===== src/ipf_pixel_pkg.sv =====
package ipf_pixel_pkg;

    // --------------------
    // image and block geometry
    // --------------------
    localparam int PIXEL_W    = 8;
    localparam int LCU_DIM    = 16;                 // block side in pixels
    localparam int LCU_LAST   = LCU_DIM - 1;        // last row or column of a block
    localparam int LCU_PIXELS = LCU_DIM * LCU_DIM;  // 256
    localparam int IMG_DIM    = 128;                // image side in pixels
    localparam int ADDR_W     = 14;                 // 128 x 128 pixels

    typedef logic [PIXEL_W-1:0] pixel_t;
    typedef logic [3:0]         coord_t;    // row or column inside the block
    typedef logic [2:0]         lcu_pos_t;  // block position in the image
    typedef logic [ADDR_W-1:0]  addr_t;

    // centre pixel with its four neighbours, clamped at the block border
    typedef struct packed {
        pixel_t centre;
        pixel_t left;
        pixel_t right;
        pixel_t up;
        pixel_t down;
        coord_t row;
        coord_t col;
    } pixel_window_t;

endpackage


===== src/ipf_filter_pkg.sv =====
package ipf_filter_pkg;

    // --------------------
    // filter settings
    // --------------------
    localparam int OFFSET_W   = 4;
    localparam int BAND_SHIFT = 3;  // 8 pixel values per band
    localparam int BANDS_USED = 4;  // bands from band_pos that get an offset

    typedef enum logic [1:0] {
        IPF_OFF = 2'd0,
        IPF_PO  = 2'd1,
        IPF_WO  = 2'd2
    } ipf_mode_e;

    typedef enum logic {
        WO_HOR = 1'b0,
        WO_VER = 1'b1
    } wo_class_e;

    typedef logic signed [OFFSET_W-1:0] offset_t;
    typedef logic [4:0]                 band_pos_t;

    typedef struct packed {
        ipf_mode_e                      mode;
        wo_class_e                      wo_class;
        band_pos_t                      band_pos;
        offset_t [BANDS_USED-1:0]       offset;  // element k is offset number k
        ipf_pixel_pkg::lcu_pos_t        lcu_x;
        ipf_pixel_pkg::lcu_pos_t        lcu_y;
    } ipf_cfg_t;

    // result of one classifier, offset is zero when there is no hit
    typedef struct packed {
        logic    hit;
        offset_t offset;
    } offset_pick_t;

    typedef enum logic [1:0] {
        LOAD   = 2'd0,
        FILTER = 2'd1,
        DONE   = 2'd2
    } ctrl_state_e;

endpackage


===== src/band_offset_unit.sv =====
`timescale 1ns/1ps

module band_offset_unit (
    input  ipf_pixel_pkg::pixel_window_t window,
    input  ipf_filter_pkg::ipf_cfg_t     cfg,
    output ipf_filter_pkg::offset_pick_t pick
);

    logic [5:0] band;      // spare top bit so the difference keeps its sign
    logic [5:0] band_rel;  // band relative to band_pos

    always_comb begin
        band     = 6'(window.centre >> ipf_filter_pkg::BAND_SHIFT);
        band_rel = band - {1'b0, cfg.band_pos};
        pick     = '0;

        // only the four bands starting at band_pos are offset
        if (!band_rel[5] && (int'(band_rel) < ipf_filter_pkg::BANDS_USED)) begin
            pick.hit    = 1'b1;
            pick.offset = cfg.offset[band_rel[1:0]];
        end
    end

endmodule


===== config.mk =====
export PLATFORM = sky130hd
export DESIGN_NAME = band_offset_unit
export DESIGN_NICKNAME = d
export VERILOG_FILES = /design/src/ipf_pixel_pkg.sv /design/src/ipf_filter_pkg.sv /design/src/band_offset_unit.sv
export SDC_FILE = /design/constraint.sdc
export NUM_CORES = 1
export LEC_CHECK = 0
export BUFFER_PORTS_ARGS = -buffer_cell sky130_fd_sc_hd__buf_2
export CAP_MARGIN = 10
export CORE_AREA = 2 2 40 42
export DETAILED_ROUTE_END_ITERATION = 6
export DIE_AREA = 0 0 42 44
export MAX_ROUTING_LAYER = met4
export PLACE_DENSITY = 0.87
export REMOVE_ABC_BUFFERS = 1
export SLEW_MARGIN = 20
export SYNTH_ARGS = -nofsm -noshare
export SYNTH_HDL_FRONTEND = slang
export SYNTH_SLANG_ARGS = --single-unit
export TNS_END_PERCENT = 100

===== constraint.sdc =====
create_clock -name vclk -period 4.65
set_input_delay 1.395 -clock vclk [all_inputs]
set_output_delay 1.395 -clock vclk [all_outputs]
set_load 0.01 [all_outputs]

==> Word level (Yosys, flattened, before mapping) <==
Index checks and enable logic that the tools add are counted.
{ "op_classes": {"muxes": 3, "addsub": 1, "magnitude_cmp": 2, "n_reduce_logical": 2} }
{ "ops": {"columns": ["operator", "n"], "rows": [
  ["binary-select mux 4 bit (select 2 bit)", 1],
  ["less-than comparator 6 x 3 -> 1 bit (second input constant)", 1],
  ["subtractor 5 x 5 -> 6 bit", 1],
  ["2-to-1 mux 5 bit", 1],
  ["2-to-1 mux 4 bit", 1],
  ["less-than comparator 2 x 3 -> 1 bit (second input constant)", 1],
  ["logical AND 1 bit", 1],
  ["zero test 1 bit", 1]
]} }
{ "totals": {"wordCells": 8, "out_inout_bits": 5, "reg_bits": 0, "input_bits": 78} }

==> Logic depth before layout (Yosys ltp) <==
{ "depth": {"ltp_word": 4, "mapped_depth": 7, "depth_no_buf": 7} }

==> Worst setup path before layout <==
Ideal clock, no wire load.
{ "synth_timing": {"path_kind": "input port to output port", "from": "input window[43] (netlist name)", "to": "output pick[0] (netlist name)", "slack_ns": 0.621, "path_stages": 7, "t_required_ns": 3.255, "path_buffers": 0, "t_arrival_ns": 2.634, "cell_sequence": "inv_1 -> ha_1 -> inv_1 -> fa_1 -> mux4_1 -> o211ai_1 -> a21oi_1"} }
{ "synth_rtl": {"columns": ["item", "line", "text"], "rows": [
  ["start: declaration", "band_offset_unit.sv:4", "input ipf_pixel_pkg::pixel_window_t window,"],
  ["end: declaration", "band_offset_unit.sv:6", "output ipf_filter_pkg::offset_pick_t pick"]
]} }

==> summary.txt <==
Outcome
  – Status: complete, no violations

Logic synthesis
  – Area leader, netlist: mux4_1
  – Synth unique cells: 14
  – Mapped Area: 324 µm²
  – Top cells by count, synth: a21oi_1, inv_1, ha_1
  – Mapped Cells: 34
  – Mean Syn Cell Area: around 9.5 µm²
  – Register area share after synthesis: 0%
  – Synth top area cells: mux4_1, ha_1, a21oi_1
  – Post-synth top area share: approximately 32%
  – YS warnings: 0

Setup path
  – Worst path cell trace: buf_2 -> inv_1 -> ha_1 -> inv_1 -> fa_1 -> mux4_1 -> o211ai_1 -> a21oi_1 -> buf_2
  – Crit path DAT: 2.89 ns
  – Critical path's slowest cell: fa_1
  – Crit path launch type: primary input
  – Slowest stage delay, CP: between 0.5 and 0.6 ns
  – WS Path Type: in -> out
  – Req. time, crit path: 3.25 ns
  – Crit path capture type: output port
  – Largest fanout on the critical path: 4
  – Crit path buffers/inverters: 4
  – Top Family by Delay on Critical Path: adder cells

Finish
  – Seq cells: 0
  – Number of antenna diodes: 0
  – Clock buf count: 0
  – Sequential cell area: 0 µm²
  – Final net count: 151
  – Multi-input logic area: 302 µm²
  – Area Growth Syn to Fin: 54.1%
  – Final Cell Area: 499 µm²
  – Share of cells above drive strength 1: 47.7%
  – Layout filler cell count: roughly 150

Floorplan
  – Die H: 44 µm
  – I/O Pins: slightly above 80
  – Die area: between 0.0015 and 0.002 mm²
  – Die Wd: between 40 and 50 µm
  – Row count: 14
  – Initial Util: 22.8%
  – Core area: 0.00142 mm²

STA
  – FMAX: 233 MHz
  – Hold Worst Slack: 3.40 ns
  – Min Tclk post-route: 4.29 ns
  – Slew @ Worst Pin: ~0.35 ns
  – Part of the cycle the worst path needs: 92.2%
  – RSZ-0062 raised after global routing: no
  – # setup viols final: 0
  – Setup TNS: 0 ns
  – Max-slew violations: 0
  – Slew Limit Headroom: 76.3%
  – Hold Vio Cnt, Final: 0

Placed design
  – PortBufs: 31
  – HPWL Detailed: 775 µm
  – GP Congestion: 0.767
  – Placed Instance Area: 499 µm²

Route
  – Detail Route Antenna Nets: 0
  – DR top layer: met3
  – DRT met1 WL: 381 µm
  – Drt total wl: between 800 and 900 µm
  – Residual DRC: 0
  – WL met3: 103 µm
  – Vias post-DR: between 300 and 400
  – Detail Route met2 WL: 322 µm
  – Vias per cell: 4.88
  – Drt pass-1 iters: 2
  – DR WL/cell: roughly 10 µm
  – 1st-iter DRT viols: 8

Hold path
  – Hold Path Class: in -> out

Pwr
  – Power per cell area: 104 mW/mm²
  – Worst-case vdd ir drop: 0.0398 mV
  – Static leakage: 0.274 nW
  – Total power: 0.0000520 W

Global route
  – Global-route wire length before repair: 1.39 mm
  – Grt ovf: 0
  – Antenna violations before repair: 0
  – Pin count of the biggest net entering global routing: 8
  – GR Util All Layers: 9.47%
  – Number of global-route vias before repair: 332

Clock tree
  – Post-CTS setup buffers: 0
  – Hold buffer count at cts: 0
  – Cts repair resizes: 0

Job
  – Max-Cap Viols: 0
[power by group]
part	internal, W	total [W]	switching (W)
logic	0.0000286	0.0000520	0.0000234
clock network	0	0	0
registers	0	0	0
[cells in the final DEF (no fill, tap or decap), drive strengths merged]
master	count
nand2	1
mux4	4
buf	31
o211ai	4
nand3b	1
a21oi	6
fa	1
nand4b	1
o21ai	1
inv	6
xnor2	1
a21o	1
nor2b	1
nand2b	1
ha	5
[worst paths after layout]
kind	from	end	slack, ns	cells after the start
setup / recovery	window[43]	pick[2]	0.36	9
hold / removal	window[46]	pick[4]	3.40	5
[per-stage QoR]
step                setup WS, ns  utilization, %  std cells
floorplan                  0.621               -         34
global placement           0.354            35.2         81
detailed placement         0.340            35.2         81
CTS                        0.348            35.2         81
global route               0.117            35.2         81
finish                     0.361            35.2         81
[kinds of logic after synthesis]
logic type	share of synthesized area [%]
adders and majority gates	25.5
muxes	32.4
buffers and inverters	6.95
and+or+nand+nor	10.0
AOI/OAI and AO/OA	22.4
xor gates and xnor gates	2.70
[routing by layer]
metal	global-route usage, %	vias to the layer above
li1	-	200
met1	12.7	166
met2	16.6	29
met3	0.833	0
met4	0	0
met5	-	-
[area by class of cell]
| cell class | count | share of cell area (%) |
|---|---|---|
| multi-input cells | 28 | 60.4 |
| repair buffers | 31 | 31.1 |
| inverters | 6 | 4.51 |
| well taps | 16 | 4.01 |
Note: power is estimated with default switching activity, not from simulation.
