`src/ipf_pixel_pkg.sv`:
```
package ipf_pixel_pkg;

    // --------------------
    // image and block geometry
    // --------------------
    localparam int PIXEL_W    = 8;
    localparam int LCU_DIM    = 16;                 // block side in pixels
    localparam int LCU_LAST   = LCU_DIM - 1;        // last row or column of a block
    localparam int LCU_PIXELS = LCU_DIM * LCU_DIM;  // 256
    localparam int IMG_DIM    = 128;                // image side in pixels
    localparam int ADDR_W     = 14;                 // 128 x 128 pixels

    typedef logic [PIXEL_W-1:0] pixel_t;
    typedef logic [3:0]         coord_t;    // row or column inside the block
    typedef logic [2:0]         lcu_pos_t;  // block position in the image
    typedef logic [ADDR_W-1:0]  addr_t;

    // centre pixel with its four neighbours, clamped at the block border
    typedef struct packed {
        pixel_t centre;
        pixel_t left;
        pixel_t right;
        pixel_t up;
        pixel_t down;
        coord_t row;
        coord_t col;
    } pixel_window_t;

endpackage

```
`src/ipf_filter_pkg.sv`:
```
package ipf_filter_pkg;

    // --------------------
    // filter settings
    // --------------------
    localparam int OFFSET_W   = 4;
    localparam int BAND_SHIFT = 3;  // 8 pixel values per band
    localparam int BANDS_USED = 4;  // bands from band_pos that get an offset

    typedef enum logic [1:0] {
        IPF_OFF = 2'd0,
        IPF_PO  = 2'd1,
        IPF_WO  = 2'd2
    } ipf_mode_e;

    typedef enum logic {
        WO_HOR = 1'b0,
        WO_VER = 1'b1
    } wo_class_e;

    typedef logic signed [OFFSET_W-1:0] offset_t;
    typedef logic [4:0]                 band_pos_t;

    typedef struct packed {
        ipf_mode_e                      mode;
        wo_class_e                      wo_class;
        band_pos_t                      band_pos;
        offset_t [BANDS_USED-1:0]       offset;  // element k is offset number k
        ipf_pixel_pkg::lcu_pos_t        lcu_x;
        ipf_pixel_pkg::lcu_pos_t        lcu_y;
    } ipf_cfg_t;

    // result of one classifier, offset is zero when there is no hit
    typedef struct packed {
        logic    hit;
        offset_t offset;
    } offset_pick_t;

    typedef enum logic [1:0] {
        LOAD   = 2'd0,
        FILTER = 2'd1,
        DONE   = 2'd2
    } ctrl_state_e;

endpackage

```
`src/edge_offset_unit.sv`:
```
`timescale 1ns/1ps

module edge_offset_unit (
    input  ipf_pixel_pkg::pixel_window_t window,
    input  ipf_filter_pkg::ipf_cfg_t     cfg,
    output ipf_filter_pkg::offset_pick_t pick
);

    ipf_pixel_pkg::pixel_t nb_a;
    ipf_pixel_pkg::pixel_t nb_b;
    logic                  border;
    logic [8:0]            nb_sum;
    logic [8:0]            twice;
    logic [1:0]            cat;
    logic                  cat_hit;

    // --------------------
    // neighbour pair
    // --------------------
    always_comb begin
        if (cfg.wo_class == ipf_filter_pkg::WO_VER) begin
            nb_a   = window.up;
            nb_b   = window.down;
            border = (window.row == '0) ||
                     (window.row == ipf_pixel_pkg::coord_t'(ipf_pixel_pkg::LCU_LAST));
        end else begin
            nb_a   = window.left;
            nb_b   = window.right;
            border = (window.col == '0) ||
                     (window.col == ipf_pixel_pkg::coord_t'(ipf_pixel_pkg::LCU_LAST));
        end
    end

    // --------------------
    // category, first match wins
    // --------------------
    always_comb begin
        nb_sum  = {1'b0, nb_a} + {1'b0, nb_b};
        twice   = {window.centre, 1'b0};
        cat     = 2'd0;
        cat_hit = 1'b0;
        if (!border) begin
            if ((window.centre < nb_a) && (window.centre < nb_b)) begin
                cat     = 2'd0;  // local minimum
                cat_hit = 1'b1;
            end else if ((window.centre > nb_a) && (window.centre > nb_b)) begin
                cat     = 2'd3;  // local maximum
                cat_hit = 1'b1;
            end else if (twice < nb_sum) begin
                cat     = 2'd1;
                cat_hit = 1'b1;
            end else if (twice > nb_sum) begin
                cat     = 2'd2;
                cat_hit = 1'b1;
            end
        end

        pick.hit    = cat_hit;
        pick.offset = cat_hit ? cfg.offset[cat] : '0;
    end

endmodule

```
`config.mk`:
```
export PLATFORM = sky130hd
export DESIGN_NAME = edge_offset_unit
export DESIGN_NICKNAME = d
export VERILOG_FILES = /design/src/ipf_pixel_pkg.sv /design/src/ipf_filter_pkg.sv /design/src/edge_offset_unit.sv
export SDC_FILE = /design/constraint.sdc
export NUM_CORES = 1
export LEC_CHECK = 0
export BUFFER_PORTS_ARGS = -buffer_cell sky130_fd_sc_hd__buf_2
export CORE_MARGIN = 5
export CORE_UTILIZATION = 41
export DETAILED_ROUTE_END_ITERATION = 8
export PLACE_DENSITY = 0.77
export SYNTH_ARGS = -nofsm -noshare
export SYNTH_HDL_FRONTEND = slang
export SYNTH_SLANG_ARGS = --single-unit
```
`constraint.sdc`:
```
create_clock -name vclk -period 4.2
set_input_delay 0.21 -clock vclk [all_inputs]
set_output_delay 0.21 -clock vclk [all_outputs]
set_load 0.005 [all_outputs]
```
=== After elaboration in Yosys (flattened, before gate mapping) ===
Cells that the tools add are included.

* Bits in registers: 0
* Bits in latches: 0
* RAM bits: 0
* ROM bits: 0
* Output and inout bits: 5
* Memories kept: 0

* Add/sub/neg operators: 1
* $mul: 0
* Div/mod/pow operators: 0
* $lt $le $gt $ge: 7
* Equal/unequal tests: 2
* Shifts and indexed selects: 0
* Mux-type cells: 16
* Bitwise logic cells: 0
* Reductions and logical operators: 6

{| class="wikitable"
|+ Operators with widths
! kind !! count
|-
| > comparator 8 bit || 2
|-
| less-than comparator 8 bit || 2
|-
| two-way mux 8 bit || 2
|-
| two-way mux 2 bit || 5
|-
| adder 8 x 8 -> 9 bit || 1
|-
| > comparator 9 bit || 1
|-
| less-than comparator 9 bit || 1
|-
| binary-select mux 4 bit (select 2 bit) || 1
|-
| equality test 4 bit, second input constant || 2
|-
| logical NOT 4 bit || 2
|-
| two-way mux 4 bit || 2
|-
| two-way mux 1 bit || 6
|-
| less-than comparator 2 x 3 -> 1 bit, second input constant || 1
|-
| logical AND 1 bit || 2
|-
| logical OR 1 bit || 2
|}

=== Depth between registers and ports, before layout ===
* Word-level depth: 11
* Gate-level depth with buffers: 20
* Mapped depth without buffers: 19

=== Least setup slack after synthesis ===
Ideal clock, no wire load.

* Path type: input -> output
* Start: input port cfg[27] in the netlist's numbering
* End: output port pick[0] in the netlist's numbering
* Arrival: 4,025 ps
* Data required time: 3,990 ps
* Slack: -35 ps
* Stages on the path: 19
* Buffers on the path: 2
* Path through: buf_2 buf_1 mux2i_1 inv_1 ha_1 a21o_1 a21oi_1 o21ai_1 a21oi_1 o21ai_1 xnor2_1 ha_1 a21oi_1 nand2_1 a221oi_2 nand3b_4 a211oi_4 a22o_1 a2bb2oi_1

{| class="wikitable"
|+ RTL lines
! element !! line !! source
|-
| from (decl) || edge_offset_unit.sv:5 || <nowiki>input ipf_filter_pkg::ipf_cfg_t cfg,</nowiki>
|-
| to (decl) || edge_offset_unit.sv:6 || <nowiki>output ipf_filter_pkg::offset_pick_t pick</nowiki>
|}

==> results.toml <==
[outcome]
status = "finished clean"

[power]
leakage_nw = 1.00
total_power_mw = 0.335
p_per_area_nw_per_um2 = 181
peakVddDrop_uv = 79.6

[die]
fp.coreArea_sq_um = 3080
num_io_pins = 83
fp.dieArea_sq_um = 4470
die_h_um = 66.9
rows = 20
fp.dieW_um = 66.9
start_util_pct = 43.0

[critical_path]
cp_max_fo = 9
cpPeakStageDelay_ns = 0.37
cp-end-kind = "output pin"
crit_arrival_ns = 3.79
path_cells = "buf_8, mux2_4, ha_1, inv_1, fa_2, nor2b_1, o21ai_2, a21oi_2, o21ai_1, nand2b_1, a21o_1, a21oi_2, ha_1, nand4_1, nor4_1, buf_4, inv_1, nand3b_4, a211oi_4, buf_6, a22o_1, a2bb2oi_1, buf_2"
crit_type = "in2out"
cp_slowest_cell = "fa_2"
crit_path_start_kind = "input pin"
cp.required_ns = 3.99

[synthesis]
synth.avg_cell_area_sq_um = 8.08
yosysWarnings = 0
synth_cells = 164
synthDistinctLibCells = 41
syn-num-nets = 275
netlist_area_sq_um = 1330
seq_area_frac_synth_pct = 0

[detailed_routing]
wl_per_cell_um = 12.3
drtAntennaViolNets = 0
via_count = 1499
route.detailed.drc = 0
drtPass1Iterations = 4
drtIter0Drc = 71
via_per_inst = 5.24
wirelength_mm = 3.52

[final_layout]
nClkBuffers = 0
seqCellArea_sq_um = 0
layout_common_cells = "69 x buf_2, 32 x ha_1, 20 x inv_1, 20 x a21oi_1, 13 x mux2i_1"
diodes = 0
area_delta_synth_final_pct = 39.4
mostFrequentLayoutCell = "buf_2"
fin_nets = 355
nFlopsAndLatches = 0
drive_above_1_share_pct = 41.3

[placement]
place_hpwl_mm = 3.18
gp_congestion = 0.866
io_buffers = 70

[timing]
clock.fmax_mhz = 250
drv_slew = 0
max_slew.worst_pin.slew_ns = 0.481
setup_viol = 0
fin_crit_ns = 4.00
timing.slew.headroom_pct = 67.8
hold_viol = 0
period_share_pct = 95.3
whs_ns = 0.762

[grt]
grt_pass1_wl_mm = 5.75
grt_use_total_pct = 15.4
grt.overflow.total = 0
antenna_found_initial = 0
grt_pass1_vias = 1418
grt_max_degree = 11

[run]
maxCapViolCount = 0

[min_path]
min_path_type = "in2out"
worstHoldPathCells = 4
-- final cells by class --
type	instances	area [sq um]
fillers	298	1230
repair buffers	81	447
inverters	21	78.8
well taps	44	55.1
multi-input cells	140	1270
-- layer usage --
layer / up-vias / routed length, um / track usage, %
met3: 0 / 202 / 0.843
met1: 682 / 1490 / 20.3
li1: 776 / - / -
met5: - / 0 / 0
met4: 0 / 0 / 0
met2: 41 / 1830 / 29.0
-- kinds of logic after synthesis --
| kind of cell | after synthesis | share of synthesized area, % |
|---|---|---|
| AND/OR/NAND/NOR | 34 | 17.1 |
| multiplexers | 16 | 12.3 |
| buffers and inverters | 24 | 7.18 |
| AO/OA/AOI/OAI | 52 | 28.4 |
| XOR/XNOR | 5 | 3.31 |
| adder cells (fa/ha/maj) | 33 | 31.7 |
-- where the power goes --
part	switching, mW	internal [mW]
sequential	0	0
combinational	0.167	0.169
clock	0	0
total	0.167	0.169
-- cell usage after synthesis (3+ instances only) --
library cell	count	area, sq um
ha_1	32	400
a21oi_1	22	110
inv_1	21	78.8
mux2i_1	14	140
nand2_1	10	37.5
nand4_1	6	37.5
a22o_1	4	35.0
a2bb2oi_1	4	35.0
o21ai_0	4	20.0
o21ai_1	4	20.0
nand2b_1	3	18.8
nand3_1	3	15.0
nor4_1	3	18.8
xor2_1	3	26.3
-- timing repair --
action / in CTS / in global routing
pin swaps: 1 / 8
gates resized for setup: 2 / 11
hold buffers: 0 / 0
setup endpoints to repair: 4 / 4
setup buffers: 1 / 2
-- per-stage QoR --
| step | worst slack, ns | utilization, % | area [sq um] | cells | TNS, ns |
|---|---|---|---|---|---|
| 3_5_place_dp | -0.0400 | 57.6 | 1770 | 283 | -0.144 |
| 2_1_floorplan | 0.178 | - | 1330 | 164 | 0 |
| 3_3_place_gp | 0.0188 | 57.6 | 1770 | 283 | 0 |
| 6_report | 0.199 | 60.0 | 1850 | 286 | 0 |
| 4_1_cts | 0.0679 | 58.3 | 1800 | 284 | 0 |
| 5_1_grt | -0.0356 | 60.0 | 1850 | 286 | -0.135 |
-- critical path, delay by kind of cell --
family / cells / cell delay (ns)
multiplexers: 1 / 0.20
buffers and inverters: 6 / 0.73
AO/OA/AOI/OAI: 8 / 0.92
adder cells (fa/ha/maj): 3 / 0.86
AND/OR/NAND/NOR: 5 / 0.85
-- final timing paths --
kind	slack [ns]	startpoint	end
worst max-delay path	0.20	cfg[27]	pick[1]
worst min-delay path	0.76	cfg[21]	pick[3]
No activity file was read; power rests on OpenSTA's default activity.
