File: config.mk
export PLATFORM = sky130hd
export DESIGN_NAME = offset_combiner
export DESIGN_NICKNAME = d
export VERILOG_FILES = /design/src/ipf_pixel_pkg.sv /design/src/ipf_filter_pkg.sv /design/src/offset_combiner.sv
export SDC_FILE = /design/constraint.sdc
export NUM_CORES = 1
export LEC_CHECK = 0
export BUFFER_PORTS_ARGS = -buffer_cell sky130_fd_sc_hd__buf_2
export CAP_MARGIN = 20
export CELL_PAD_IN_SITES_DETAIL_PLACEMENT = 2
export CELL_PAD_IN_SITES_GLOBAL_PLACEMENT = 2
export CORE_MARGIN = 2
export CORE_UTILIZATION = 17
export DETAILED_ROUTE_END_ITERATION = 16
export PLACE_DENSITY = 0.8
export SLEW_MARGIN = 10
export SYNTH_ARGS = -nofsm -noshare
export SYNTH_HDL_FRONTEND = slang
export SYNTH_SLANG_ARGS = --single-unit
File: constraint.sdc
create_clock -name clk -period 0.8 [get_ports clk]
set_input_delay 0 -clock clk [delete_from_list [all_inputs] [get_ports clk]]
set_output_delay 0 -clock clk [all_outputs]
set_load 0.05 [all_outputs]
File: src/ipf_pixel_pkg.sv
package ipf_pixel_pkg;

    // --------------------
    // image and block geometry
    // --------------------
    localparam int PIXEL_W    = 8;
    localparam int LCU_DIM    = 16;                 // block side in pixels
    localparam int LCU_LAST   = LCU_DIM - 1;        // last row or column of a block
    localparam int LCU_PIXELS = LCU_DIM * LCU_DIM;  // 256
    localparam int IMG_DIM    = 128;                // image side in pixels
    localparam int ADDR_W     = 14;                 // 128 x 128 pixels

    typedef logic [PIXEL_W-1:0] pixel_t;
    typedef logic [3:0]         coord_t;    // row or column inside the block
    typedef logic [2:0]         lcu_pos_t;  // block position in the image
    typedef logic [ADDR_W-1:0]  addr_t;

    // centre pixel with its four neighbours, clamped at the block border
    typedef struct packed {
        pixel_t centre;
        pixel_t left;
        pixel_t right;
        pixel_t up;
        pixel_t down;
        coord_t row;
        coord_t col;
    } pixel_window_t;

endpackage

File: src/ipf_filter_pkg.sv
package ipf_filter_pkg;

    // --------------------
    // filter settings
    // --------------------
    localparam int OFFSET_W   = 4;
    localparam int BAND_SHIFT = 3;  // 8 pixel values per band
    localparam int BANDS_USED = 4;  // bands from band_pos that get an offset

    typedef enum logic [1:0] {
        IPF_OFF = 2'd0,
        IPF_PO  = 2'd1,
        IPF_WO  = 2'd2
    } ipf_mode_e;

    typedef enum logic {
        WO_HOR = 1'b0,
        WO_VER = 1'b1
    } wo_class_e;

    typedef logic signed [OFFSET_W-1:0] offset_t;
    typedef logic [4:0]                 band_pos_t;

    typedef struct packed {
        ipf_mode_e                      mode;
        wo_class_e                      wo_class;
        band_pos_t                      band_pos;
        offset_t [BANDS_USED-1:0]       offset;  // element k is offset number k
        ipf_pixel_pkg::lcu_pos_t        lcu_x;
        ipf_pixel_pkg::lcu_pos_t        lcu_y;
    } ipf_cfg_t;

    // result of one classifier, offset is zero when there is no hit
    typedef struct packed {
        logic    hit;
        offset_t offset;
    } offset_pick_t;

    typedef enum logic [1:0] {
        LOAD   = 2'd0,
        FILTER = 2'd1,
        DONE   = 2'd2
    } ctrl_state_e;

endpackage

File: src/offset_combiner.sv
`timescale 1ns/1ps

module offset_combiner (
    input  logic                         clk,
    input  logic                         rst,
    input  ipf_filter_pkg::ipf_cfg_t     cfg,
    input  ipf_pixel_pkg::pixel_window_t window,
    input  ipf_filter_pkg::offset_pick_t band_pick,
    input  ipf_filter_pkg::offset_pick_t edge_pick,
    input  logic                         scan_valid,
    input  ipf_pixel_pkg::addr_t         scan_addr,
    output logic                         out_en,
    output ipf_pixel_pkg::pixel_t        dout,
    output ipf_pixel_pkg::addr_t         dout_addr
);

    ipf_filter_pkg::offset_pick_t pick;
    ipf_filter_pkg::offset_t      sel_off;
    logic signed [9:0]            sum;
    ipf_pixel_pkg::pixel_t        clipped;

    always_comb begin
        case (cfg.mode)
            ipf_filter_pkg::IPF_PO: pick = band_pick;
            ipf_filter_pkg::IPF_WO: pick = edge_pick;
            default:                pick = '0;  // OFF passes the centre through
        endcase
        sel_off = pick.hit ? pick.offset : '0;

        sum = $signed({2'b00, window.centre}) + 10'(sel_off);
        if (sum < 0) begin
            clipped = '0;
        end else if (sum > 10'sd255) begin
            clipped = 8'hff;
        end else begin
            clipped = sum[7:0];
        end
    end

    // --------------------
    // output stage
    // --------------------
    always_ff @(posedge clk or posedge rst) begin
        if (rst) begin
            out_en <= 1'b0;
        end else begin
            out_en <= scan_valid;
        end
    end

    always_ff @(posedge clk) begin
        if (scan_valid) begin
            dout      <= clipped;
            dout_addr <= scan_addr;
        end
    end

    // mode captured by ctrl must be a legal one for every emitted pixel
    a_mode_legal: assert property (@(posedge clk) disable iff (rst)
        out_en |-> $past(cfg.mode) inside {ipf_filter_pkg::IPF_OFF,
                                           ipf_filter_pkg::IPF_PO,
                                           ipf_filter_pkg::IPF_WO});

endmodule

# --- Yosys cells after proc, flatten, opt, wreduce, memory -nomap -nowiden ---
# Index checks and enable logic that the tools add are counted.
totals:
  out_inout_bits: 23
  ff_bits: 23
op_classes:
  muxes: 3
  addsub: 1
  n_eq_ne: 2
  order_cmp: 2
ops:
  columns: ["op", "n"]
  rows:
  - ["$add 9x4->10", 1]
  - ["$gt 10x9->1 const B", 1]
  - ["$lt 10x1->1 const B", 1]
  - ["$pmux 5 s2", 1]
  - ["$mux 8", 1]
  - ["$mux 4", 1]
  - ["$eq 2x1->1 const B", 1]
  - ["$eq 2x2->1 const B", 1]

# --- Logic depth before layout (Yosys ltp) ---
depth:
  ltp_word: 6
  mapped_depth: 13

# --- Least setup slack after synthesis ---
# No wires, ideal clock.
synth_path:
  path_kind: "input -> register"
  startpoint: "input port cfg[28] in the netlist's numbering"
  endpoint: "register dout[6] (data pin)"
  cell_stages: 12
  setup_ps: 283
  path_buffers: 0
  slack_ps: -1625
  t_required_ps: 517
  t_arrival_ps: 2142
  cell_sequence: "inv_1 -> ha_1 -> or2_2 -> nor2_1 -> ha_1 -> inv_1 -> fa_1 -> nor2b_1 -> o32ai_1 -> o2bb2ai_1 -> xnor2_1 -> a21oi_1"
synth_via:
  elab_chain_cells: 6
  word_cells_on_any_way: 8
synth_lines:
  columns: ["element", "line_no", "rtl"]
  rows:
  - ["start: declaration", "offset_combiner.sv:6", "input ipf_filter_pkg::ipf_cfg_t cfg,"]
  - ["$eq 2x2->1 / $eq 2x1->1 (equally long branches)", "offset_combiner.sv:23", "case (cfg.mode)"]
  - ["$pmux 5 s2 (*)", "offset_combiner.sv:23", null]
  - ["$mux 4 (*)", "offset_combiner.sv:28", "sel_off = pick.hit ? pick.offset : '0;"]
  - ["$add 9x4->10 (*)", "offset_combiner.sv:30", "sum = $signed({2'b00, window.centre}) + 10'(sel_off);"]
  - ["$gt 10x9->1", "offset_combiner.sv:33", "end else if (sum > 10'sd255) begin"]
  - ["$mux 8", "offset_combiner.sv:33", null]
  - ["end signal: assignment", "offset_combiner.sv:53", "dout <= clipped;"]
  - ["end: declaration", "offset_combiner.sv:13", "output ipf_pixel_pkg::pixel_t dout,"]
# Mark *: on every way between the ends. The rest lies on a longest branch, timed or not.
# A chain may end at the register's enable or synchronous reset.

# --- Worst setup path after layout ---
# Ends and elaborated chain as after synthesis.

==> impl_metrics.ini <==
[timing]
fin_crit_ps = 2120
setup-violations-final = 29
tightest_slew_ps = 730
hold_viol = 0
worst_slack_ps = -1320
period_share_pct = 265
max-slew-margin-rel_pct = 51.1
slew_viol_final = 0
rsz0062_at_grt = yes
fmax_mhz = 472
fin_tns_setup_ps = -10030

[synth]
yosysTopAreaCell = edfxtp_1
ys_types = 37
yosysWarnings = 0
yosysSeqAreaShare_pct = 57.8
ys_ff_latch = 23
synth-edff-count = 22
synth_area_leaders = edfxtp_1, ha_1, a21oi_1
async_flop_share_pct = 4.35
synth_area_mm2 = 0.00119
synth_flop_cell = edfxtp_1
syn_avg_cell_area_um2 = 12.6
synth.most_common_cell = edfxtp_1
synthDominantCellAreaShare_pct = 55.7
synth_cells = 94
synth_common_cells = edfxtp_1, a21oi_1, inv_1
syn_nets = 205

[global_routing]
gr-total-overflow = 0
grt_pass1_vias = 1373
antenna_found_initial = 0
track_usage_pct = 11.6
grt_pass1_wl_um = 6820
grt_max_degree = 24

[detailed_routing]
post_drt_via_cell_ratio = 4.26
drc = 0
num_vias = 1177
drtIter0Drc = 28
wl_per_cell_um = 15.8
drtAntennaViolNets = 0
wl_um = 4360
drtPass1Iterations = 3

[clocking]
cts_made_buffers = 3
clockBufferDepth = 2
clkTransAtPathRegs_ps = 80
h-tree-depth = 1
tritoncts = built
cts_sinks = 23
clockRootBuffer = clkbuf_8

[layout]
area_delta_synth_final_pct = 99.4
fin_area_mm2 = 0.00236
postLayoutCoreUtil_pct = 35.0
antennaDiodeCount = 0
fillers = 725
layout-drive-gt1-share_pct = 63.8
final_nets = 308

[outcome]
status = complete, but fails checks
violations = negative setup slack

[floorplan]
initial_core_util_pct = 17.6
die_w_um = 87.5
io_pins = 128
core.rowCount = 30
chipHeight_um = 87.5
core_mm2 = 0.00676
die_area_mm2 = 0.00766

[placed_design]
hpwl_um = 3030
portBuffers = 59
placed_cell_area_mm2 = 0.00180
place.gp.congestion = 0.885
post-place-ws_ps = -1920

[setup_path]
cp_top_family = simple AND/OR/NAND/NOR gates
crit_path_start_kind = input port
cp_max_fo = 5
cp-end-kind = flop
cp.arrival_ps = 2120
slowest_delay_ps = 390
cpMaxStageDelayCell = or3_4
worst-path-buf-inv = 3
worstPathRequired_ps = 800
setup.worst_path.class = input port to flop
crit_chain = buf_12, inv_12, ha_4, a22oi_2, or3_4, buf_6, fa_2, nor2b_4, o32ai_4, o2bb2ai_2, xnor2_2, a21oi_1

[power]
p_leak_nw = 0.963
powerDensity_mw_per_mm2 = 1390
irDropWorstVdd_mv = 0.517
finalPower_w = 0.00328

[min_path]
hp-class = input port to flop

[job]
drv_cap = 0
[state kept, by name, summed over array words and instances, names as in the netlist]
name / flops
dout: 8
dout_addr: 14
out_en: 1
[cell type report]
| type | instances | area [um2] | share of cell area, % |
|---|---|---|---|
| tap | 80 | 100 | 4.23 |
| inverter | 9 | 48.8 | 2.06 |
| timing repair buffer | 100 | 822 | 34.8 |
| clock buffer | 4 | 45.0 | 1.90 |
| sequential | 23 | 686 | 29.0 |
| multi-input combinational | 60 | 663 | 28.0 |
[cell usage in the layout, fill, tap and decap left out, drive strengths merged]
| cell type | netlist | layout |
|---|---|---|
| dlygate4sd3 | 0 | 15 |
| xnor2 | 4 | 4 |
| nand2b | 1 | 1 |
| nand4 | 1 | 1 |
| dfrtp | 1 | 1 |
| a221oi | 1 | 1 |
| a21o | 2 | 2 |
| a211oi | 2 | 2 |
| or2 | 1 | 1 |
| or4 | 2 | 2 |
| nand2 | 1 | 1 |
| or3 | 3 | 3 |
| nor4 | 2 | 2 |
| o2bb2ai | 2 | 2 |
| o32ai | 1 | 1 |
| fa | 1 | 1 |
| nor3 | 5 | 5 |
| edfxtp | 22 | 22 |
| o21ai | 1 | 1 |
| and4 | 1 | 1 |
| nor2b | 1 | 1 |
| nor2 | 5 | 5 |
| a31oi | 1 | 1 |
| a21oi | 9 | 9 |
| ha | 5 | 5 |
| clkbuf | 1 | 4 |
| a22oi | 5 | 5 |
| buf | 1 | 85 |
| xor2 | 1 | 1 |
| nand3 | 1 | 1 |
| o311a | 1 | 1 |
| inv | 9 | 9 |
[report_power, final]
part / switching (W) / internal, W
clock network: 0.000334 / 0.000354
logic: 0.000628 / 0.000480
registers: 0.0000479 / 0.00143
total: 0.00101 / 0.00227
[cells by family after synthesis]
group | synth area share (%)
XOR/XNOR | 3.69
AND/OR/NAND/NOR | 12.9
buffers and inverters | 3.59
adder cells (fa/ha/maj) | 6.96
AO/OA/AOI/OAI | 15.1
flip-flops | 57.8
[repair_timing]
item	4_1_cts	5_1_grt
setup endpoints to repair	31	31
hold endpoints to repair	15	0
hold buffers	15	0
buffers inserted	5	1
pin swaps	23	15
gates resized for setup	74	11
[metal layers]
layer | GRT usage [%] | wire [um]
met5 | 0 | 0
met4 | 2.94 | 24
met3 | 1.32 | 226
met2 | 22.7 | 2330
met1 | 13.1 | 1780
[path summary, 6_finish.rpt]
path,from,end,slack (ps),cells after the start
worst min-delay path,scan_valid,out_en,70,2
worst max-delay path,cfg[28],dout[6],-1320,12
min in group asynchronous,rst,out_en,160,3
max in group asynchronous,rst,out_en,540,3
[per-stage QoR]
step	cells	hold WS, ps
finish	276	68.1
floorplan	94	-271
global placement	252	-167
CTS	275	61.6
detailed placement	252	-162
global route	276	64.9
Power figures use the tool's default switching activity.
