--- src/ipf_pixel_pkg.sv ---
package ipf_pixel_pkg;

    // --------------------
    // image and block geometry
    // --------------------
    localparam int PIXEL_W    = 8;
    localparam int LCU_DIM    = 16;                 // block side in pixels
    localparam int LCU_LAST   = LCU_DIM - 1;        // last row or column of a block
    localparam int LCU_PIXELS = LCU_DIM * LCU_DIM;  // 256
    localparam int IMG_DIM    = 128;                // image side in pixels
    localparam int ADDR_W     = 14;                 // 128 x 128 pixels

    typedef logic [PIXEL_W-1:0] pixel_t;
    typedef logic [3:0]         coord_t;    // row or column inside the block
    typedef logic [2:0]         lcu_pos_t;  // block position in the image
    typedef logic [ADDR_W-1:0]  addr_t;

    // centre pixel with its four neighbours, clamped at the block border
    typedef struct packed {
        pixel_t centre;
        pixel_t left;
        pixel_t right;
        pixel_t up;
        pixel_t down;
        coord_t row;
        coord_t col;
    } pixel_window_t;

endpackage

--- src/ipf_filter_pkg.sv ---
package ipf_filter_pkg;

    // --------------------
    // filter settings
    // --------------------
    localparam int OFFSET_W   = 4;
    localparam int BAND_SHIFT = 3;  // 8 pixel values per band
    localparam int BANDS_USED = 4;  // bands from band_pos that get an offset

    typedef enum logic [1:0] {
        IPF_OFF = 2'd0,
        IPF_PO  = 2'd1,
        IPF_WO  = 2'd2
    } ipf_mode_e;

    typedef enum logic {
        WO_HOR = 1'b0,
        WO_VER = 1'b1
    } wo_class_e;

    typedef logic signed [OFFSET_W-1:0] offset_t;
    typedef logic [4:0]                 band_pos_t;

    typedef struct packed {
        ipf_mode_e                      mode;
        wo_class_e                      wo_class;
        band_pos_t                      band_pos;
        offset_t [BANDS_USED-1:0]       offset;  // element k is offset number k
        ipf_pixel_pkg::lcu_pos_t        lcu_x;
        ipf_pixel_pkg::lcu_pos_t        lcu_y;
    } ipf_cfg_t;

    // result of one classifier, offset is zero when there is no hit
    typedef struct packed {
        logic    hit;
        offset_t offset;
    } offset_pick_t;

    typedef enum logic [1:0] {
        LOAD   = 2'd0,
        FILTER = 2'd1,
        DONE   = 2'd2
    } ctrl_state_e;

endpackage

--- src/ipf_ctrl.sv ---
`timescale 1ns/1ps

module ipf_ctrl (
    input  logic                           clk,
    input  logic                           rst,
    input  logic                           in_en,
    input  logic [1:0]                     ipf_type,
    input  logic                           ipf_wo_class,
    input  ipf_filter_pkg::band_pos_t      ipf_band_pos,
    input  logic [15:0]                    ipf_offset,
    input  ipf_pixel_pkg::lcu_pos_t        lcu_x,
    input  ipf_pixel_pkg::lcu_pos_t        lcu_y,
    output logic                           wr_en,
    output logic [7:0]                     wr_idx,
    output ipf_pixel_pkg::coord_t          rd_row,
    output ipf_pixel_pkg::coord_t          rd_col,
    output ipf_filter_pkg::ipf_cfg_t       cfg,
    output logic                           scan_valid,
    output ipf_pixel_pkg::addr_t           scan_addr,
    output logic                           busy,
    output logic                           finish
);

    ipf_filter_pkg::ctrl_state_e state;
    ipf_filter_pkg::ipf_cfg_t    cfg_in;

    logic [7:0] load_cnt;  // pixels accepted so far
    logic [7:0] scan_cnt;  // raster position being filtered
    logic       load_last;
    logic       scan_last;

    // --------------------
    // settings unpack
    // --------------------
    always_comb begin
        cfg_in.mode      = ipf_filter_pkg::ipf_mode_e'(ipf_type);
        cfg_in.wo_class  = ipf_filter_pkg::wo_class_e'(ipf_wo_class);
        cfg_in.band_pos  = ipf_band_pos;
        cfg_in.offset[0] = ipf_offset[15:12];
        cfg_in.offset[1] = ipf_offset[11:8];
        cfg_in.offset[2] = ipf_offset[7:4];
        cfg_in.offset[3] = ipf_offset[3:0];
        cfg_in.lcu_x     = lcu_x;
        cfg_in.lcu_y     = lcu_y;
    end

    assign load_last = (load_cnt == 8'(ipf_pixel_pkg::LCU_PIXELS - 1));
    assign scan_last = (scan_cnt == 8'(ipf_pixel_pkg::LCU_PIXELS - 1));

    // --------------------
    // state machine
    // --------------------
    always_ff @(posedge clk or posedge rst) begin
        if (rst) begin
            state    <= ipf_filter_pkg::LOAD;
            load_cnt <= '0;
            scan_cnt <= '0;
            busy     <= 1'b0;
            finish   <= 1'b0;
            cfg      <= '0;
        end else begin
            finish <= 1'b0;
            case (state)
                ipf_filter_pkg::LOAD: begin
                    if (in_en) begin
                        if (load_cnt == '0) begin
                            cfg <= cfg_in;  // settings ride with the first pixel
                        end
                        load_cnt <= load_cnt + 1'b1;  // wraps back to 0 after the block
                        if (load_last) begin
                            state <= ipf_filter_pkg::FILTER;
                            busy  <= 1'b1;
                        end
                    end
                end
                ipf_filter_pkg::FILTER: begin
                    scan_cnt <= scan_cnt + 1'b1;
                    if (scan_last) begin
                        state <= ipf_filter_pkg::DONE;
                    end
                end
                ipf_filter_pkg::DONE: begin
                    // last result leaves the combiner in this cycle
                    state  <= ipf_filter_pkg::LOAD;
                    busy   <= 1'b0;
                    finish <= 1'b1;
                end
                default: begin
                    state <= ipf_filter_pkg::LOAD;
                end
            endcase
        end
    end

    assign wr_en      = in_en && (state == ipf_filter_pkg::LOAD);
    assign wr_idx     = load_cnt;
    assign scan_valid = (state == ipf_filter_pkg::FILTER);
    assign rd_row     = scan_cnt[7:4];
    assign rd_col     = scan_cnt[3:0];

    // image address of the scanned pixel
    assign scan_addr = ipf_pixel_pkg::addr_t'(
        (int'(cfg.lcu_y) * ipf_pixel_pkg::LCU_DIM + int'(rd_row)) * ipf_pixel_pkg::IMG_DIM +
        int'(cfg.lcu_x) * ipf_pixel_pkg::LCU_DIM + int'(rd_col));

    a_no_load_while_busy: assert property (@(posedge clk) disable iff (rst)
        busy |-> !in_en);

    a_finish_pulse: assert property (@(posedge clk) disable iff (rst)
        finish |=> !finish);

endmodule

--- config.mk ---
export PLATFORM = sky130hd
export DESIGN_NAME = ipf_ctrl
export DESIGN_NICKNAME = d
export VERILOG_FILES = /design/src/ipf_pixel_pkg.sv /design/src/ipf_filter_pkg.sv /design/src/ipf_ctrl.sv
export SDC_FILE = /design/constraint.sdc
export NUM_CORES = 1
export LEC_CHECK = 0
export BUFFER_PORTS_ARGS = -buffer_cell sky130_fd_sc_hd__buf_2
export CORE_MARGIN = 8
export CORE_UTILIZATION = 25
export DETAILED_ROUTE_END_ITERATION = 12
export SYNTH_ARGS = -nofsm -noshare
export SYNTH_HDL_FRONTEND = slang
export SYNTH_SLANG_ARGS = --single-unit
--- constraint.sdc ---
create_clock -name clk -period 3.75 [get_ports clk]
set_input_delay 0.75 -clock clk [delete_from_list [all_inputs] [get_ports clk]]
set_output_delay 0.75 -clock clk [all_outputs]
set_load 0.01 [all_outputs]
Yosys cells after proc, flatten, opt, wreduce, memory -nomap -nowiden
Cells that the tools add are included.
{ "word_totals": {"register_bits": 50, "out_inout_bits": 64} }
{ "classes": {"addsub": 5, "eq_ne": 7, "mux": 8, "reduce_logical": 8} }
{ "op_table": {"columns": ["op", "count"], "rows": [
  ["$add A8 B1 Y8 const B", 2],
  ["$eq A8 B8 Y1 const B", 2],
  ["$add A14 B4 Y14", 1],
  ["$add A14 B7 Y14", 1],
  ["$reduce_and A3 Y1", 3],
  ["$logic_not A8 Y1", 1],
  ["$add A7 B4 Y7", 1],
  ["$mux W2", 3],
  ["$ne A2 B2 Y1 const B", 2],
  ["$pmux W2 S2", 1],
  ["$mux W1", 3],
  ["$eq A2 B1 Y1 const B", 1],
  ["$eq A2 B2 Y1 const B", 1],
  ["$logic_not A2 Y1", 1],
  ["$ne A2 B1 Y1 const B", 1],
  ["$pmux W1 S2", 1],
  ["$reduce_and A2 Y1", 1],
  ["$reduce_bool A2 Y1", 1],
  ["$logic_and A1 B1 Y1", 1]
]} }

Longest topological paths before layout
{ "depth": {"depth_word": 4, "ltp_mapped": 5} }

Worst setup path after synthesis
OpenSTA, ideal clock, no wires.
{ "synth_timing": {"path_type": "input to output", "from": "in in_en", "to": "out wr_en", "arrival_time_ns": 1.149, "required_time_ns": 3.000, "path_slack_ns": 1.851, "cell_stages": 2, "n_path_buf": 1, "cell_sequence": "nor3b_2 -> buf_2"} }
{ "synth_via": {"elab_chain_cells": 1} }
{ "synth_lines": {"columns": ["element", "line", "rtl"], "rows": [
  ["start: declaration", "ipf_ctrl.sv:6", "input logic in_en,"],
  ["$logic_and A1 B1 Y1", "ipf_ctrl.sv:95", "assign wr_en = in_en && (state == ipf_filter_pkg::LOAD);"],
  ["end: declaration", "ipf_ctrl.sv:13", "output logic wr_en,"]
]} }
No other way between the ends.

Worst setup path after layout
Same ends and word-level chain as after synthesis.

==> flow_summary.ini <==
[global_routing]
grt_pass1_vias = 1727
overflow = 0
grt_antenna_before_repair = 0
grt_start_max_net_pins = 51
grt_first_pass_wirelength_um = 9020
grt_usage_pct = 8.71

[die]
dieArea_um2 = 12300
core_um2 = 8720
rows = 34
die_h_um = 111
die_x_um = 111
start_util_pct = 25.8
ios = 97

[status]
status = finished, final reports clean

[sta]
setup_violations = 0
max_freq_ghz = 0.423
min_period_ps = 2360
finalSetupTns_ps = 0
maxSlewHeadroom_pct = 28.9
drv_slew = 0
hold_violations = 0
fin_crit_sh_pct = 63.0
finClkSkew_ps = 6.34
grt_setup_unrepaired = false
worst_slew_pin_slew_ps = 1070

[setup_path]
crit_start = in_en
crit_fanout = 11
crit_chain = buf_2, nor3b_2, buf_2
worstPathRequired_ps = 3000
critical_path.top_delay_family = simple AND/OR/NAND/NOR gates
rr_startpoint = state[1]
crit_type = in2out
cp_common_cell = buf_2
worst_path_largest_cell_delay_ps = 530
cp-start-kind = input port
cp-end-kind = output pin
crit_slowest_cell = nor3b_2
cp.arrival_ps = 1610
cp_num_buf_inv = 2

[clocking]
cts.sink_count = 50
tritoncts = yes
cts-root-buf = clkbuf_8
post_cts_resized = 0
cts_inserted_buffers = 5
cts_buffer_depth = 2
hold_buffers = 0
post-cts-setup-buffers = 0
clk_transition_reported_paths_ps = 90
htree_levels = 2
insertion_delay_ps = 300

[synthesis]
yosysWarnings = 0
yosysUniqueCellTypes = 24
syn-instance-count = 154
ys_seq_area_share_pct = 55.6
netlist_area_um2 = 2250
synth_nets = 190
avgSynthCellArea_um2 = 14.6
ys_ff_latch = 50

[power]
p_int_w = 0.000754
clkPwrFrac_pct = 39.9
power_frac_comb_pct = 3.5
pwr-share-seq_pct = 56.6
p_switching_w = 0.000201
p_leak_nw = 1.61
totalPowerFinal_w = 0.000955
switching_share_pct = 21.0
cellPowerDensity_nw_per_um2 = 336
ir_drop_mv = 0.198

[cells_and_area]
nFillCells = 876
antenna-diode-count = 0
final_area_um2 = 2840
areaGrowthSynthToFinish_pct = 26.2
fin_nets = 276
drive_gt1_share_pct = 57.7

[placed_design]
io_buffers = 96
place_congestion = 0.755
place_area_um2 = 2730
dp.final_hpwl_um = 3860

[drt]
route.detailed.wl_per_inst_um = 15.0
ant_nets = 0
via_count = 1476
initialDrtViolationCount = 44
drt-total-wl_um = 5250
drt-pass1-iter-count = 4
via_per_inst = 4.23
remaining_drc_errors = 0

[worst_hold_path]
min-delay-start = cfg[12]
hp-class = reg2reg

[job]
cap_violations = 0
==> per-stage QoR <==
step	utilization, %	hold WS (ps)	setup WS, ps	cells
3_3_place_gp	31.3	485	1410	341
4_1_cts	32.5	516	1370	349
6_report	32.5	512	1390	349
5_1_grt	32.5	532	1300	349
3_5_place_dp	31.3	488	1350	341
2_1_floorplan	-	475	1800	154
==> placed cells by master, fill, tap and decap left out, types with 2 or more instances in the layout <==
cell	instances
nor2b_1	2
and4b_1	2
clkbuf_8	5
a21oi_1	2
nor2_1	3
xnor2_1	12
dfrtp_1	50
and4_1	2
mux2_4	30
and3_1	2
ha_1	3
inv_1	3
nand4_1	6
nand3_1	5
buf_2	96
nand2_1	4
o21ai_0	2
xor2_1	2
==> power by group through the flow <==
stage	logic [W]	registers, W	clock network [W]
3_5_place_dp	0.0000351	0.000552	0
3_3_place_gp	0.0000332	0.000551	0
5_1_grt	0.0000389	0.000541	0.000416
2_1_floorplan	0.0000118	0.000552	0
6_report	0.0000335	0.000541	0.000380
4_1_cts	0.0000352	0.000541	0.000400
==> cells in the mapped netlist, drive strengths merged <==
master  number  area share (%)
dfrtp       50              56
mux2        31              21
buf         18             6.4
xnor2       12             4.7
nand4        7             2.2
nand3        5             1.1
inv          4            0.67
nand2        4            0.67
ha           3             1.7
nor2         3            0.50
a21oi        2            0.45
and3         2            0.56
and4         2            0.78
and4b        2            0.89
nor2b        2            0.56
o21ai        2            0.45
xor2         2            0.78
nand3b       1            0.33
nor3b        1            0.56
nor4         1            0.56
==> sequential cells by signal, indices dropped and copies added, names as in the netlist <==
name,count
wr_idx,8
cfg,30
scan_cnt,8
finish,1
busy,1
state,2
==> kinds of logic after synthesis <==
kind of cell / after synthesis / share of synthesized area, %
xor gates and xnor gates: 14 / 5.45
buffers and inverters: 22 / 7.07
and+or+nand+nor: 30 / 8.74
adders and majority gates: 3 / 1.67
muxes: 31 / 20.5
AOI/OAI and AO/OA: 4 / 0.890
DFF: 50 / 55.6
==> path summary, 6_finish.rpt <==
kind / endpoint / cells past startpoint / slack, ps
min in group asynchronous: cfg[12] / 2 / 710
worst min register to register: cfg[12] / 1 / 510
max in group asynchronous: finish / 2 / 2390
worst max-delay path: wr_en / 3 / 1390
worst max register to register: cfg[18] / 4 / 1720
worst min-delay path: cfg[12] / 1 / 510
==> final cells by class <==
| type | count | area (µm²) | share of cell area, % |
|---|---|---|---|
| Timing Repair Buffer | 97 | 488 | 17.2 |
| Clock buffer | 6 | 72.6 | 2.56 |
| Inverter | 4 | 15.0 | 0.529 |
| Multi-Input combinational cell | 82 | 838 | 29.5 |
| Clock inverter | 2 | 37.5 | 1.32 |
| Tap cell | 108 | 135 | 4.76 |
| Sequential cell | 50 | 1250 | 44.1 |
==> metal layers <==
layer,global-route usage (%),vias to the layer above,share of wire (%)
met5,0,-,0
met4,2.70,0,0.72
met3,2.92,4,6.5
met2,15.0,52,50
met1,9.90,730,42
li1,-,690,-
Power figures use the tool's default switching activity.
